[src/hw/soc_bus_pkg.sv]
package soc_bus_pkg;

  //*********************************************************************
  // bus widths
  //*********************************************************************

  localparam int unsigned APB_ADDR_WIDTH = 32;
  localparam int unsigned APB_DATA_WIDTH = 32;

  // peripheral side follows the APB port one to one
  localparam int unsigned PER_ADDR_WIDTH = APB_ADDR_WIDTH;
  localparam int unsigned PER_DATA_WIDTH = APB_DATA_WIDTH;

  //*********************************************************************
  // APB debug port
  //*********************************************************************

  typedef struct packed {
    logic [APB_ADDR_WIDTH-1:0] paddr;
    logic                      psel;
    logic                      penable;
    logic                      pwrite;
    logic [APB_DATA_WIDTH-1:0] pwdata;
  } apb_req_t;

  typedef struct packed {
    logic [APB_DATA_WIDTH-1:0] prdata;
    logic                      pready;
    logic                      pslverr;
  } apb_rsp_t;

  //*********************************************************************
  // peripheral bus, grant implied
  //*********************************************************************

  typedef struct packed {
    logic                      req;
    logic                      we;
    logic [PER_ADDR_WIDTH-1:0] addr;
    logic [PER_DATA_WIDTH-1:0] wdata;
  } per_req_t;

  typedef struct packed {
    logic                      r_valid;
    logic [PER_DATA_WIDTH-1:0] r_rdata;
    logic                      r_err;
  } per_rsp_t;

endpackage

[src/hw/dbg_pkg.sv]
package dbg_pkg;

  //*********************************************************************
  // harts and debug module sizing
  //*********************************************************************

  localparam int unsigned NR_HARTS = 4;

  // one bit per hart that actually exists
  localparam logic [NR_HARTS-1:0] SELECTABLE_HARTS = 4'b0101;

  localparam int unsigned DATA_COUNT = 2;
  localparam logic [11:0] DATA_ADDR  = 12'h004;
  localparam int unsigned NSCRATCH   = 2;

  //*********************************************************************
  // register map, offsets within paddr[11:0]
  //*********************************************************************

  localparam logic [11:0] REG_HARTINFO  = 12'h000;
  localparam logic [11:0] REG_DATA0     = 12'h004;
  localparam logic [11:0] REG_DATA1     = 12'h008;
  localparam logic [11:0] REG_HALTREQ   = 12'h00C;
  localparam logic [11:0] REG_EVT_COUNT = 12'h010;

  // reset values
  localparam logic [31:0]         DATA_RST_VALUE      = 32'h0000_0000;
  localparam logic [NR_HARTS-1:0] HALTREQ_RST_VALUE   = '0;
  localparam logic [31:0]         EVT_COUNT_RST_VALUE = 32'h0000_0000;

  //*********************************************************************
  // hart info word
  //*********************************************************************

  typedef struct packed {
    logic [7:0]  zero1;
    logic [3:0]  nscratch;
    logic [2:0]  zero0;
    logic        dataaccess;
    logic [3:0]  datasize;
    logic [11:0] dataaddr;
  } hartinfo_t;

  // built by fields, read back as a plain bus word
  typedef union packed {
    hartinfo_t   fields;
    logic [31:0] raw;
  } hartinfo_u;

  // nscratch 2, memory mapped data, two data words at 0x004
  localparam logic [31:0] HARTINFO_VALUE = 32'h0021_2004;

endpackage

[src/hw/apb_per_bridge.sv]
`timescale 1ns/1ps

module apb_per_bridge
  import soc_bus_pkg::*;
(
  input  logic     s_soc_clk,
  input  logic     s_soc_rstn,
  input  apb_req_t apb_req_i,
  output apb_rsp_t apb_rsp_o,
  output per_req_t per_req_o,
  input  per_rsp_t per_rsp_i
);

  logic access;
  logic issued_q;
  logic rsp_pend_q;
  logic pready;

  // psel and penable both high means an access cycle
  assign access = apb_req_i.psel & apb_req_i.penable;

  //*********************************************************************
  // request side
  //*********************************************************************

  // strobe only in the first access cycle, grant is implied
  always_comb begin
    per_req_o.req   = access & ~issued_q;
    per_req_o.we    = apb_req_i.pwrite;
    per_req_o.addr  = apb_req_i.paddr;
    per_req_o.wdata = apb_req_i.pwdata;
  end

  // marks the transfer as sent until pready goes back
  always_ff @(posedge s_soc_clk or negedge s_soc_rstn) begin
    if (!s_soc_rstn) begin
      issued_q <= 1'b0;
    end else if (pready) begin
      issued_q <= 1'b0;
    end else if (per_req_o.req) begin
      issued_q <= 1'b1;
    end
  end

  //*********************************************************************
  // response side
  //*********************************************************************

  // one response expected in the cycle after each strobe
  always_ff @(posedge s_soc_clk or negedge s_soc_rstn) begin
    if (!s_soc_rstn) begin
      rsp_pend_q <= 1'b0;
    end else begin
      rsp_pend_q <= per_req_o.req;
    end
  end

  assign pready = rsp_pend_q & per_rsp_i.r_valid;

  always_comb begin
    apb_rsp_o.pready  = pready;
    apb_rsp_o.pslverr = pready & per_rsp_i.r_err;
    // bus idles at zero between transfers
    apb_rsp_o.prdata  = pready ? per_rsp_i.r_rdata : '0;
  end

endmodule

[src/hw/pf_evt_sync.sv]
`timescale 1ns/1ps

module pf_evt_sync (
  input  logic s_soc_clk,
  input  logic s_soc_rstn,
  input  logic pf_evt_valid_i,
  output logic pf_evt_ack_o,
  output logic evt_pulse_o
);

  logic [1:0] sync_q;
  logic       level_q;

  //*********************************************************************
  // two-flop synchronizer plus edge flop
  //*********************************************************************

  always_ff @(posedge s_soc_clk or negedge s_soc_rstn) begin
    if (!s_soc_rstn) begin
      sync_q  <= 2'b00;
      level_q <= 1'b0;
    end else begin
      sync_q  <= {sync_q[0], pf_evt_valid_i};
      level_q <= sync_q[1];
    end
  end

  // ack tracks the synchronized level, four-phase on the far side
  assign pf_evt_ack_o = sync_q[1];

  // one pulse per rising edge of the level
  assign evt_pulse_o = sync_q[1] & ~level_q;

endmodule

[src/hw/dbg_regs.sv]
`timescale 1ns/1ps

module dbg_regs
  import soc_bus_pkg::*;
  import dbg_pkg::*;
(
  input  logic                s_soc_clk,
  input  logic                s_soc_rstn,
  input  per_req_t            per_req_i,
  output per_rsp_t            per_rsp_o,
  input  logic                evt_pulse_i,
  output logic [NR_HARTS-1:0] debug_req_o
);

  logic [11:0]               offset;
  logic                      mapped;
  logic [PER_DATA_WIDTH-1:0] rdata;
  hartinfo_u                 hartinfo;

  logic [DATA_COUNT-1:0][PER_DATA_WIDTH-1:0] data_q;
  logic [NR_HARTS-1:0]                       haltreq_q;
  logic [31:0]                               evt_count_q;

  // write held for one cycle, committed at the end of the second access cycle
  logic                      wr_pend_q;
  logic [11:0]               wr_offset_q;
  logic [PER_DATA_WIDTH-1:0] wr_data_q;

  logic                      r_valid_q;
  logic                      r_err_q;
  logic [PER_DATA_WIDTH-1:0] r_rdata_q;

  // upper address bits ignored
  assign offset = per_req_i.addr[11:0];

  always_comb begin
    hartinfo.fields = '{
      zero1:      '0,
      nscratch:   4'(NSCRATCH),
      zero0:      '0,
      dataaccess: 1'b1,
      datasize:   4'(DATA_COUNT),
      dataaddr:   DATA_ADDR
    };
  end

  //*********************************************************************
  // decode and read mux
  //*********************************************************************

  always_comb begin
    mapped = 1'b1;
    rdata  = '0;
    case (offset)
      REG_HARTINFO:  rdata = hartinfo.raw;
      REG_DATA0:     rdata = data_q[0];
      REG_DATA1:     rdata = data_q[1];
      REG_HALTREQ:   rdata = {{(PER_DATA_WIDTH - NR_HARTS){1'b0}}, haltreq_q};
      REG_EVT_COUNT: rdata = evt_count_q;
      default:       mapped = 1'b0;
    endcase
  end

  //*********************************************************************
  // response, one cycle after the strobe
  //*********************************************************************

  always_ff @(posedge s_soc_clk or negedge s_soc_rstn) begin
    if (!s_soc_rstn) begin
      r_valid_q <= 1'b0;
      r_err_q   <= 1'b0;
    end else begin
      r_valid_q <= per_req_i.req;
      r_err_q   <= per_req_i.req & ~mapped;
    end
  end

  always_ff @(posedge s_soc_clk) begin
    if (per_req_i.req) begin
      r_rdata_q <= rdata;
    end
  end

  assign per_rsp_o.r_valid = r_valid_q;
  assign per_rsp_o.r_rdata = r_rdata_q;
  assign per_rsp_o.r_err   = r_err_q;

  //*********************************************************************
  // writes
  //*********************************************************************

  // unmapped writes never become pending
  always_ff @(posedge s_soc_clk or negedge s_soc_rstn) begin
    if (!s_soc_rstn) begin
      wr_pend_q <= 1'b0;
    end else begin
      wr_pend_q <= per_req_i.req & per_req_i.we & mapped;
    end
  end

  always_ff @(posedge s_soc_clk) begin
    if (per_req_i.req) begin
      wr_offset_q <= offset;
      wr_data_q   <= per_req_i.wdata;
    end
  end

  // hart info and event count are read only
  always_ff @(posedge s_soc_clk or negedge s_soc_rstn) begin
    if (!s_soc_rstn) begin
      data_q    <= {DATA_COUNT{DATA_RST_VALUE}};
      haltreq_q <= HALTREQ_RST_VALUE;
    end else if (wr_pend_q) begin
      case (wr_offset_q)
        REG_DATA0:   data_q[0] <= wr_data_q;
        REG_DATA1:   data_q[1] <= wr_data_q;
        REG_HALTREQ: haltreq_q <= wr_data_q[NR_HARTS-1:0] & SELECTABLE_HARTS;
        default:     ;
      endcase
    end
  end

  assign debug_req_o = haltreq_q;

  // external events
  always_ff @(posedge s_soc_clk or negedge s_soc_rstn) begin
    if (!s_soc_rstn) begin
      evt_count_q <= EVT_COUNT_RST_VALUE;
    end else if (evt_pulse_i) begin
      evt_count_q <= evt_count_q + 32'd1;
    end
  end

endmodule

[src/hw/soc_debug_top.sv]
`timescale 1ns/1ps

module soc_debug_top
  import soc_bus_pkg::*;
  import dbg_pkg::*;
(
  input  logic                s_soc_clk,
  input  logic                s_soc_rstn,
  input  apb_req_t            apb_req_i,
  output apb_rsp_t            apb_rsp_o,
  input  logic                pf_evt_valid_i,
  output logic                pf_evt_ack_o,
  output logic [NR_HARTS-1:0] debug_req_o
);

  //*********************************************************************
  // internal wiring
  //*********************************************************************

  per_req_t per_req;
  per_rsp_t per_rsp;
  logic     evt_pulse;

  // APB port into the debug register block
  apb_per_bridge i_apb_per_bridge (
    .s_soc_clk  (s_soc_clk),
    .s_soc_rstn (s_soc_rstn),
    .apb_req_i  (apb_req_i),
    .apb_rsp_o  (apb_rsp_o),
    .per_req_o  (per_req),
    .per_rsp_i  (per_rsp)
  );

  // event level from outside the domain
  pf_evt_sync i_pf_evt_sync (
    .s_soc_clk      (s_soc_clk),
    .s_soc_rstn     (s_soc_rstn),
    .pf_evt_valid_i (pf_evt_valid_i),
    .pf_evt_ack_o   (pf_evt_ack_o),
    .evt_pulse_o    (evt_pulse)
  );

  dbg_regs i_dbg_regs (
    .s_soc_clk   (s_soc_clk),
    .s_soc_rstn  (s_soc_rstn),
    .per_req_i   (per_req),
    .per_rsp_o   (per_rsp),
    .evt_pulse_i (evt_pulse),
    .debug_req_o (debug_req_o)
  );

endmodule

[config.mk]
export PLATFORM = sky130hd
export DESIGN_NAME = soc_debug_top
export DESIGN_NICKNAME = d
export VERILOG_FILES = /design/src/hw/soc_bus_pkg.sv /design/src/hw/dbg_pkg.sv /design/src/hw/apb_per_bridge.sv /design/src/hw/pf_evt_sync.sv /design/src/hw/dbg_regs.sv /design/src/hw/soc_debug_top.sv
export SDC_FILE = /design/constraint.sdc
export NUM_CORES = 1
export LEC_CHECK = 0
export BUFFER_PORTS_ARGS = -buffer_cell sky130_fd_sc_hd__buf_2
export CORE_AREA = 10 10 196 180
export DETAILED_ROUTE_END_ITERATION = 8
export DIE_AREA = 0 0 206 190
export GPL_TIMING_DRIVEN = 0
export HOLD_SLACK_MARGIN = 0.05
export PLACE_DENSITY = 0.49
export SETUP_SLACK_MARGIN = 0.2
export SYNTH_ARGS = -nofsm -noshare
export SYNTH_HDL_FRONTEND = slang
export SYNTH_HIERARCHICAL = 1
export SYNTH_SLANG_ARGS = --single-unit
export TNS_END_PERCENT = 30
[constraint.sdc]
create_clock -name s_soc_clk -period 4.3 [get_ports s_soc_clk]
set_input_delay 0.215 -clock s_soc_clk [delete_from_list [all_inputs] [get_ports s_soc_clk]]
set_output_delay 0.215 -clock s_soc_clk [all_outputs]
set_load 0.005 [all_outputs]
---- Word level (Yosys, flattened, before mapping) ----
Index checks and enable logic that the tools add are counted.
cells by class
  $add $sub $neg .......................... 1
  bitwise operators ....................... 10
  reduce and logical (&&, ||, !) cells .... 6
  equality and inequality tests ........... 7
  multiplexer cells ....................... 5
operator list
  cell                     number
  $pmux W32 S5             1
  $eq A12 B4 Y1 const B    4
  $add A32 B1 Y32 const B  1
  $mux W32                 1
  $eq A12 B3 Y1 const B    2
  $eq A12 B5 Y1 const B    1
  $logic_not A12 Y1        1
  $and A1 B1 Y1            7
  $reduce_and A2 Y1        3
  $reduce_or A5 Y1         1
  $mux W1                  3
  $not A1 Y1               3
  $reduce_bool A2 Y1       1
storage, ports and cells
  word-level logic and storage cells ...... 42
  input bits .............................. 70
  flip-flop bits (word level) ............. 181
  output and inout port bits .............. 39

---- Longest topological paths before layout ----
Gate-level depths: netlist (run 1).
  depth after elaboration ................. 5
  gate-level depth with buffers ........... 7
  depth with buffers taken out ............ 5

---- Modules after synthesis ----
Netlist (run 1), hierarchy kept.
by module, submodules not included
  module          cells each  seq. area each (µm²)  instances  area each (µm²)
  dbg_regs        466         4,809.6               1          7,071.8
  apb_per_bridge  112         50.0                  1          847.1
  pf_evt_sync     4           75.1                  1          88.8

---- Worst setup path after synthesis (run 1) ----
No wires, ideal clock.
  kind .................................... flip-flop to flip-flop
  start point ............................. register i_apb_per_bridge.issued_q
  end point ............................... register i_dbg_regs.wr_pend_q
  stages on the path, launching flop included .. 3
  arrival time ............................ 4.094 ns
  library setup time ...................... 0.086 ns
  clock period less this slack ............ 4.181 ns
  required time ........................... 4.214 ns
  path buffers ............................ 0
  slack ................................... 0.119 ns
  cells stage by stage .................... dfrtp_1 > nor2_1 > and3_1
RTL lines
  what                    RTL line              source
  start, declared         apb_per_bridge.sv:15  logic issued_q;
  start signal, assigned  apb_per_bridge.sv:37  issued_q <= 1'b0;
  start signal, assigned  apb_per_bridge.sv:39  issued_q <= 1'b0;
  start signal, assigned  apb_per_bridge.sv:41  issued_q <= 1'b1;
  end signal, assigned    dbg_regs.sv:97        wr_pend_q <= per_req_i.req & per_req_i.we & mapped;
  end, declared           dbg_regs.sv:25        logic wr_pend_q;

---- Worst setup path in the final report (run 1) ----
  start point ............................. input apb_req_i[37] in the netlist's numbering
  end point ............................... register i_dbg_regs.r_rdata_q[5], data pin
on the way
  word-level cells in the longest chain between the ends .. 2
  elaborated cells between the ends (all ways) .. 6
  classes of those cells .................. eq/ne (4); mux (1); reduce/logical (1)
ends and longest elaborated chain
  what                                   RTL line            source
  start, declared                        soc_debug_top.sv:9  input apb_req_t apb_req_i,
  $eq A12 B5 Y1 (tied with other cells)  dbg_regs.sv:54      case (offset)
  $pmux W32 S5 *                         dbg_regs.sv:54
  named net i_dbg_regs.rdata[5]          dbg_regs.sv:17      logic [PER_DATA_WIDTH-1:0] rdata;
  end signal, assigned                   dbg_regs.sv:80      r_rdata_q <= rdata;
  end, declared                          dbg_regs.sv:31      logic [PER_DATA_WIDTH-1:0] r_rdata_q;
Mark *: on every way through the listed nets, which the timed path passes. The rest lies on a longest branch.
A chain may end at the register's enable or synchronous reset.

==> Flow_metrics.wiki, run 1 <==
{| class="wikitable"
! Metric !! Value
|-
| Sequence of cells on the critical path || dlygate4sd3_1, buf_4, clkbuf_1, nor3b_2, clkbuf_1, a22oi_1, o2bb2ai_1
|-
| Leakage component of the power || 4.19 nW
|-
| Slew @ Worst Pin || 928 ps
|-
| Power share of the combinational group || 4.8%
|-
| Hold/Removal Path Class || primary input to asynchronous set/reset pin
|-
| Post-CTS sizing || 0
|-
| Iter 0 DRT Violations || 231
|-
| Height of the die || 190 um
|-
| Final core area utilization || 31.0%
|-
| Non-filler instance count after layout || 1104
|-
| Share of post-route cells with drive strength above 1 || 35.9%
|-
| Nature of the critical path startpoint || primary input
|-
| Core region area || 0.0313 mm^2
|-
| Highest cell delay on the worst timing path || 820 ps
|-
| Clock latency on the worst-skew pair || 440 ps
|-
| Post-synth design cell area || 0.00786 mm^2
|-
| Detailed-route wire length || 20000 um
|-
| CTS H-Tree Depth || 4
|-
| Num ports || 109
|-
| Net count, final || 746
|-
| Maximum vdd ir drop || 0.287 mV
|-
| Crit Path Class || primary input to flip-flop
|-
| Clock Tree Root || sky130_fd_sc_hd__clkbuf_16
|-
| Setup TNS Final || 0 ps
|-
| Number of antenna cells inserted || 0
|-
| Status || completed
|-
| Number of buffer cells added on primary ports || 41
|-
| Final Cycle Share || 69.5%
|-
| Number of max-slew violations in the final report || 0
|-
| FP Rows || 62
|-
| Net Switching || 0.000845 W
|-
| Slowest cell on the critical path || sky130_fd_sc_hd__nor3b_2
|-
| Internal power || 0.00268 W
|-
| Cell Count Post-Placement || 1023
|-
| Slack of the worst reg-to-reg path || 2050 ps
|-
| Vias in the first global route || 5036
|-
| Slew HR || 37.9%
|-
| Buffers from clock root to sink, at most || 2
|-
| Largest net degree at the start of global routing || 88
|-
| GR Overflow Total || 0
|-
| Drt wl/cell || 18.1 um
|-
| Starting density of the core || 25.1%
|-
| Synth Area per Inst || 14.0 um^2
|-
| YS warnings || 6
|-
| Combined global-route utilization of all metal layers || 10.4%
|-
| Clock transition at the registers of the reported paths || 70 ps
|-
| Data required time at the worst endpoint || 4550 ps
|-
| Pre-antenna DRT Iters || 4
|-
| Reported max-cap violation count || 0
|-
| Via-to-Cell Ratio || 4.26
|-
| Post-route cell area || 0.00971 mm^2
|-
| Count of mapped cells out of synthesis || 562
|-
| Routability cong. || 0.799
|-
| Maximum clock skew at final layout || 8.09 ps
|-
| Worst flop-to-flop path startpoint || i_dbg_regs/wr_offset_q[1]
|-
| Top cell by count, worst path || sky130_fd_sc_hd__clkbuf_1
|-
| Total via count in the routed design || 4705
|-
| CTS Buf Count || 17
|-
| Worst-path maximum fanout || 10
|-
| Maximum clock frequency || 335 MHz
|-
| Horizontal extent of the die || 206 um
|-
| Wire length of the first global-routing pass || 30600 um
|-
| Area growth from synthesis to layout || 23.6%
|-
| Setup violation total in the final timing report || 0
|-
| TritonCTS clock tree || yes
|-
| Worst setup path start || apb_req_i[37]
|-
| Area of the die || 0.0391 mm^2
|-
| Final Hold Viols || 0
|-
| Minimum period implied by the final worst setup slack || 2990 ps
|-
| Crit. End Element || flip-flop
|-
| Detailed-placement wirelength estimate || 14100 um
|-
| DRC Markers || 0
|-
| Sinks on the clock net || 182
|-
| Sequential cell fraction of total power || 53.2%
|-
| Clk pwr share || 42.1%
|-
| Total power density per cell area || 363 mW/mm^2
|-
| Unrepaired setup endpoints after global routing || false
|-
| Initial antenna violation count || 0
|-
| Arrival time reported for the critical path endpoint || 3230 ps
|-
| Fraction of power spent switching nets || 24.0%
|-
| Placed instance area || 0.00867 mm^2
|-
| Number of antenna-violating nets in the routed design || 0
|}
[power by group through the flow]
stage               clock network [W]  logic (W)  registers (W)
floorplan                           0  0.0000855        0.00190
global placement                    0   0.000131        0.00191
detailed placement                  0   0.000136        0.00191
CTS                           0.00154   0.000172        0.00187
global route                  0.00160   0.000190        0.00188
finish                        0.00148   0.000168        0.00188
[metrics by stage]
step / setup WS (ps) / hold slack (ps) / power, W
after global routing: 1090 / 217 / 0.00367
after floorplan: 1450 / -80.6 / 0.00198
after detailed placement: 1300 / 85.3 / 0.00205
after global placement: 144 / 325 / 0.00204
after CTS: 1210 / 193 / 0.00358
final: 1310 / 197 / 0.00353
[path summary, 6_finish.rpt]
path | cells after the start | end
setup / recovery | 7 | i_dbg_regs/r_rdata_q[5]
hold / removal | 2 | i_dbg_regs/data_q[51]
setup reg to reg | 6 | i_dbg_regs/data_q[44]
hold reg to reg | 0 | i_pf_evt_sync/sync_q[1]
max in group asynchronous | 3 | i_dbg_regs/data_q[28]
min in group s_soc_clk | 3 | i_dbg_regs/r_valid_q
[cells in the final DEF, fill, tap and decap left out, drive strengths merged, types with 2 or more instances in the layout]
cell type	n
mux2	68
buf	105
nor3	9
and4	5
clkinvlp	5
nand3	12
conb	2
nor4	8
xor2	14
nor3b	3
o21bai	3
nand4	7
or4	2
a22oi	27
and3	37
and2	2
clkinv	3
o2bb2ai	27
a21oi	10
nor2b	5
dlygate4sd3	49
inv	14
and4b	2
dfrtp	106
clkbuf	34
xnor2	17
edfxtp	76
nand2	18
nor2	12
[layout make-up]
cell class | count | area [um^2]
fill | 3191 | 21600
sequential | 182 | 4930
multi-input combinational | 296 | 2410
timing repair buffer | 93 | 769
tap | 416 | 520
buffer | 77 | 495
clock buffer | 18 | 429
clock inverter | 14 | 120
inverter | 8 | 30.0
[registers in the layout, indices dropped and copies added, names as in the netlist]
name,count
i_dbg_regs/data_q,64
i_dbg_regs/evt_count_q,32
i_dbg_regs/r_rdata_q,32
i_dbg_regs/wr_data_q,32
i_dbg_regs/wr_offset_q,12
i_dbg_regs/debug_req_o,2
i_pf_evt_sync/sync_q,2
i_apb_per_bridge/issued_q,1
i_apb_per_bridge/rsp_pend_q,1
i_dbg_regs/r_err_q,1
i_dbg_regs/r_valid_q,1
i_dbg_regs/wr_pend_q,1
i_pf_evt_sync/level_q,1
[worst max-delay path: cells and delay by family]
kind	cells	cell delay [ps]
AO/OA/AOI/OAI	2	490
buffers and inverters	4	1700
AND/OR/NAND/NOR	1	820
[timing repair]
item | 4_1_cts | 5_1_grt
setup buffers | 0 | 0
hold buffers | 49 | 0
endpoints found under the hold margin | 153 | 0
[per-layer routing]
layer / share of wire (%) / vias to the layer above / routed length [um] / GRT usage [%]
li1: - / 2237 / - / -
met3: 3.6 / 12 / 716 / 2.19
met5: 0 / - / 0 / 0
met1: 49 / 2377 / 9860 / 14.4
met4: 0.88 / 0 / 176 / 3.03
met2: 46 / 79 / 9260 / 16.1
No activity file was read; power rests on OpenSTA's default activity.
==> run 2: changes to the inputs <==
==> constraint.sdc (replaced) <==
create_clock -name s_soc_clk -period 2.7 [get_ports s_soc_clk]
set_input_delay 0.135 -clock s_soc_clk [delete_from_list [all_inputs] [get_ports s_soc_clk]]
set_output_delay 0.135 -clock s_soc_clk [all_outputs]
set_load 0.005 [all_outputs]
==> Flow_metrics.wiki, run 2 (synthesis gave the netlist of run 1 again) <==
{| class="wikitable"
! Metric !! Value
|-
| Vias in the first global route || 5009
|-
| Iter 0 DRT Violations || 277
|-
| Final Cycle Share || 86.5%
|-
| Layout filler cell count || 3220
|-
| DRC Markers || 0
|-
| Minimum period implied by the final worst setup slack || 2340 ps
|-
| Slew @ Worst Pin || 801 ps
|-
| Highest cell delay on the worst timing path || 650 ps
|-
| Status || completed
|-
| Total via count in the routed design || 4710
|-
| Sequence of cells on the critical path || dlygate4sd3_1, buf_4, nor3b_2, clkbuf_1, a22oi_1, o2bb2ai_1
|-
| Reported max-cap violation count || 0
|-
| Final Hold Viols || 0
|-
| Maximum clock frequency || 428 MHz
|-
| Worst-case reg-to-reg path depth || 6
|-
| GR Overflow Total || 0
|-
| Setup violation total in the final timing report || 0
|-
| Worst-path maximum fanout || 10
|-
| TritonCTS clock tree || yes
|-
| Number of buffer cells added on primary ports || 41
|-
| Unrepaired setup endpoints after global routing || false
|-
| Setup TNS Final || 0 ps
|-
| Horizontal extent of the die || 206 um
|-
| Hold/Removal Path Class || primary input to asynchronous set/reset pin
|-
| Drt wl/cell || 17.6 um
|-
| Largest net degree at the start of global routing || 61
|-
| Total power density per cell area || 585 mW/mm^2
|-
| Maximum clock skew at final layout || 16.0 ps
|-
| Register name with the most flops || i_dbg_regs/data_q
|-
| FP Rows || 62
|-
| Clock transition at the registers of the reported paths || 70 ps
|-
| RR Endpoint || i_dbg_regs/data_q[59]
|-
| CTS H-Tree Depth || 4
|-
| Maximum vdd ir drop || 0.452 mV
|-
| Wire length of the first global-routing pass || 30400 um
|-
| Slowest cell on the critical path || sky130_fd_sc_hd__nor3b_2
|-
| Post-route cell area || 0.00974 mm^2
|-
| Area growth from synthesis to layout || 23.9%
|-
| Clock latency on the worst-skew pair || 440 ps
|-
| Most common cell after layout, fill and taps aside || sky130_fd_sc_hd__dfrtp_1
|-
| Post-Place Setup Slack || -8.15 ps
|-
| Number of buffers and inverters on the critical path || 3
|-
| Number of flip-flops under the largest register name || 64
|-
| Combined global-route utilization of all metal layers || 10.3%
|-
| Timing endpoint of the critical path || i_dbg_regs/r_rdata_q[31]
|-
| Initial antenna violation count || 0
|-
| Data required time at the worst endpoint || 2980 ps
|-
| Num ports || 109
|-
| Clock Tree Root || sky130_fd_sc_hd__clkbuf_16
|-
| Path length in cells of the critical path || 6
|-
| Placed instance area || 0.00867 mm^2
|-
| Detailed-placement wirelength estimate || 13800 um
|-
| Worst flop-to-flop path startpoint || i_dbg_regs/wr_offset_q[1]
|-
| Area of the die || 0.0391 mm^2
|-
| Crit Path Class || primary input to flip-flop
|-
| Nature of the critical path startpoint || primary input
|-
| Via-to-Cell Ratio || 4.27
|-
| Kind of cell adding the most delay to the critical path || buffers and inverters
|-
| CTS Buf Count || 17
|-
| Final worst slack || 363 ps
|-
| Height of the die || 190 um
|-
| Number of max-slew violations in the final report || 0
|-
| Number of antenna-violating nets in the routed design || 0
|-
| Share of post-route cells with drive strength above 1 || 36.0%
|-
| Routability cong. || 0.782
|-
| Most frequent cells in the layout || sky130_fd_sc_hd__dfrtp_1 (106), sky130_fd_sc_hd__edfxtp_1 (76), sky130_fd_sc_hd__mux2_2 (67)
|-
| Slack of the worst reg-to-reg path || 520 ps
|-
| Leakage component of the power || 4.22 nW
|-
| Non-filler instance count after layout || 1104
|-
| Buffers from clock root to sink, at most || 2
|-
| Arrival time reported for the critical path endpoint || 2610 ps
|-
| Cell Count Post-Placement || 1023
|-
| Pre-antenna DRT Iters || 5
|-
| Slew HR || 46.4%
|-
| Starting density of the core || 25.1%
|-
| Net count, final || 746
|-
| Worst setup path start || apb_req_i[38]
|-
| Detailed-route wire length || 19500 um
|-
| Number of antenna cells inserted || 0
|-
| Core region area || 0.0313 mm^2
|-
| Sinks on the clock net || 182
|-
| Crit. End Element || flip-flop
|}
-- run 2: cell count changes in the layout (fill, tap and decap cells not counted) --
cell	before	now
sky130_fd_sc_hd__nor2_2	0	1
sky130_fd_sc_hd__clkinv_2	1	0
sky130_fd_sc_hd__nor2_1	11	10
sky130_fd_sc_hd__clkinv_8	0	1
sky130_fd_sc_hd__inv_6	3	2
sky130_fd_sc_hd__clkbuf_8	0	1
sky130_fd_sc_hd__inv_8	3	6
sky130_fd_sc_hd__clkinvlp_4	5	2
-- run 2: power by group --
group / switching [W] / internal, W
Sequential: 0.0000698 / 0.00292
Combinational: 0.000116 / 0.000146
Clock: 0.00119 / 0.00126
Total: 0.00137 / 0.00432
-- run 2: how the worst min path moves through the flow --
stage              startpoint                        end  slack (ps)  cells past startpoint
6_report           s_soc_rstn      i_dbg_regs/data_q[11]         220                      2
5_1_grt         apb_req_i[34]   i_dbg_regs/wr_data_q[15]         230                      3
2_1_floorplan      s_soc_rstn  i_apb_per_bridge/issued_q        -160                      0
3_5_place_dp       s_soc_rstn  i_apb_per_bridge/issued_q         110                      1
3_3_place_gp   pf_evt_valid_i    i_pf_evt_sync/sync_q[0]         250                      1
4_1_cts            s_soc_rstn  i_apb_per_bridge/issued_q         220                      2
-- run 2: worst register-to-register path, stage by stage (launching register included) --
cell                       delay, ps
sky130_fd_sc_hd__edfxtp_1        360
sky130_fd_sc_hd__nor4_1          290
sky130_fd_sc_hd__and4b_1         290
sky130_fd_sc_hd__and4b_1         190
sky130_fd_sc_hd__clkbuf_1        200
sky130_fd_sc_hd__buf_2           340
sky130_fd_sc_hd__mux2_2          380
-- run 2: cell type report --
| class | count | area [um^2] | area share, % |
|---|---|---|---|
| repair buffers | 93 | 769 | 7.90 |
| multi-input cells | 296 | 2410 | 24.8 |
| flip-flops and latches | 182 | 4930 | 50.7 |
| plain buffers | 77 | 495 | 5.09 |
| clock buffers | 19 | 443 | 4.55 |
| inverters | 8 | 30.0 | 0.308 |
| clock inverters | 13 | 134 | 1.37 |
| well taps | 416 | 520 | 5.34 |
-- run 2: per-stage QoR --
step	hold slack, ps	power (W)	util [%]
6_report	222	0.00569	31.1
5_1_grt	235	0.00596	31.1
4_1_cts	223	0.00579	31.1
3_5_place_dp	113	0.00326	27.7
3_3_place_gp	246	0.00325	27.4
2_1_floorplan	-161	0.00316	-
-- run 2: timing repair --
| item | in CTS | in global routing |
|---|---|---|
| setup buffers | 0 | 0 |
| hold buffers | 49 | 0 |
| hold endpoints to repair | 93 | 0 |
| setup endpoints to repair | 0 | 20 |
| resized for setup | 0 | 1 |
-- run 2: metal layers --
| layer | GRT usage (%) | wire length (um) | vias to the layer above |
|---|---|---|---|
| li1 | - | - | 2245 |
| met1 | 15.2 | 10100 | 2367 |
| met4 | 3.03 | 123 | 0 |
| met2 | 14.5 | 8330 | 90 |
| met3 | 2.67 | 891 | 8 |
| met5 | 0 | 0 | - |
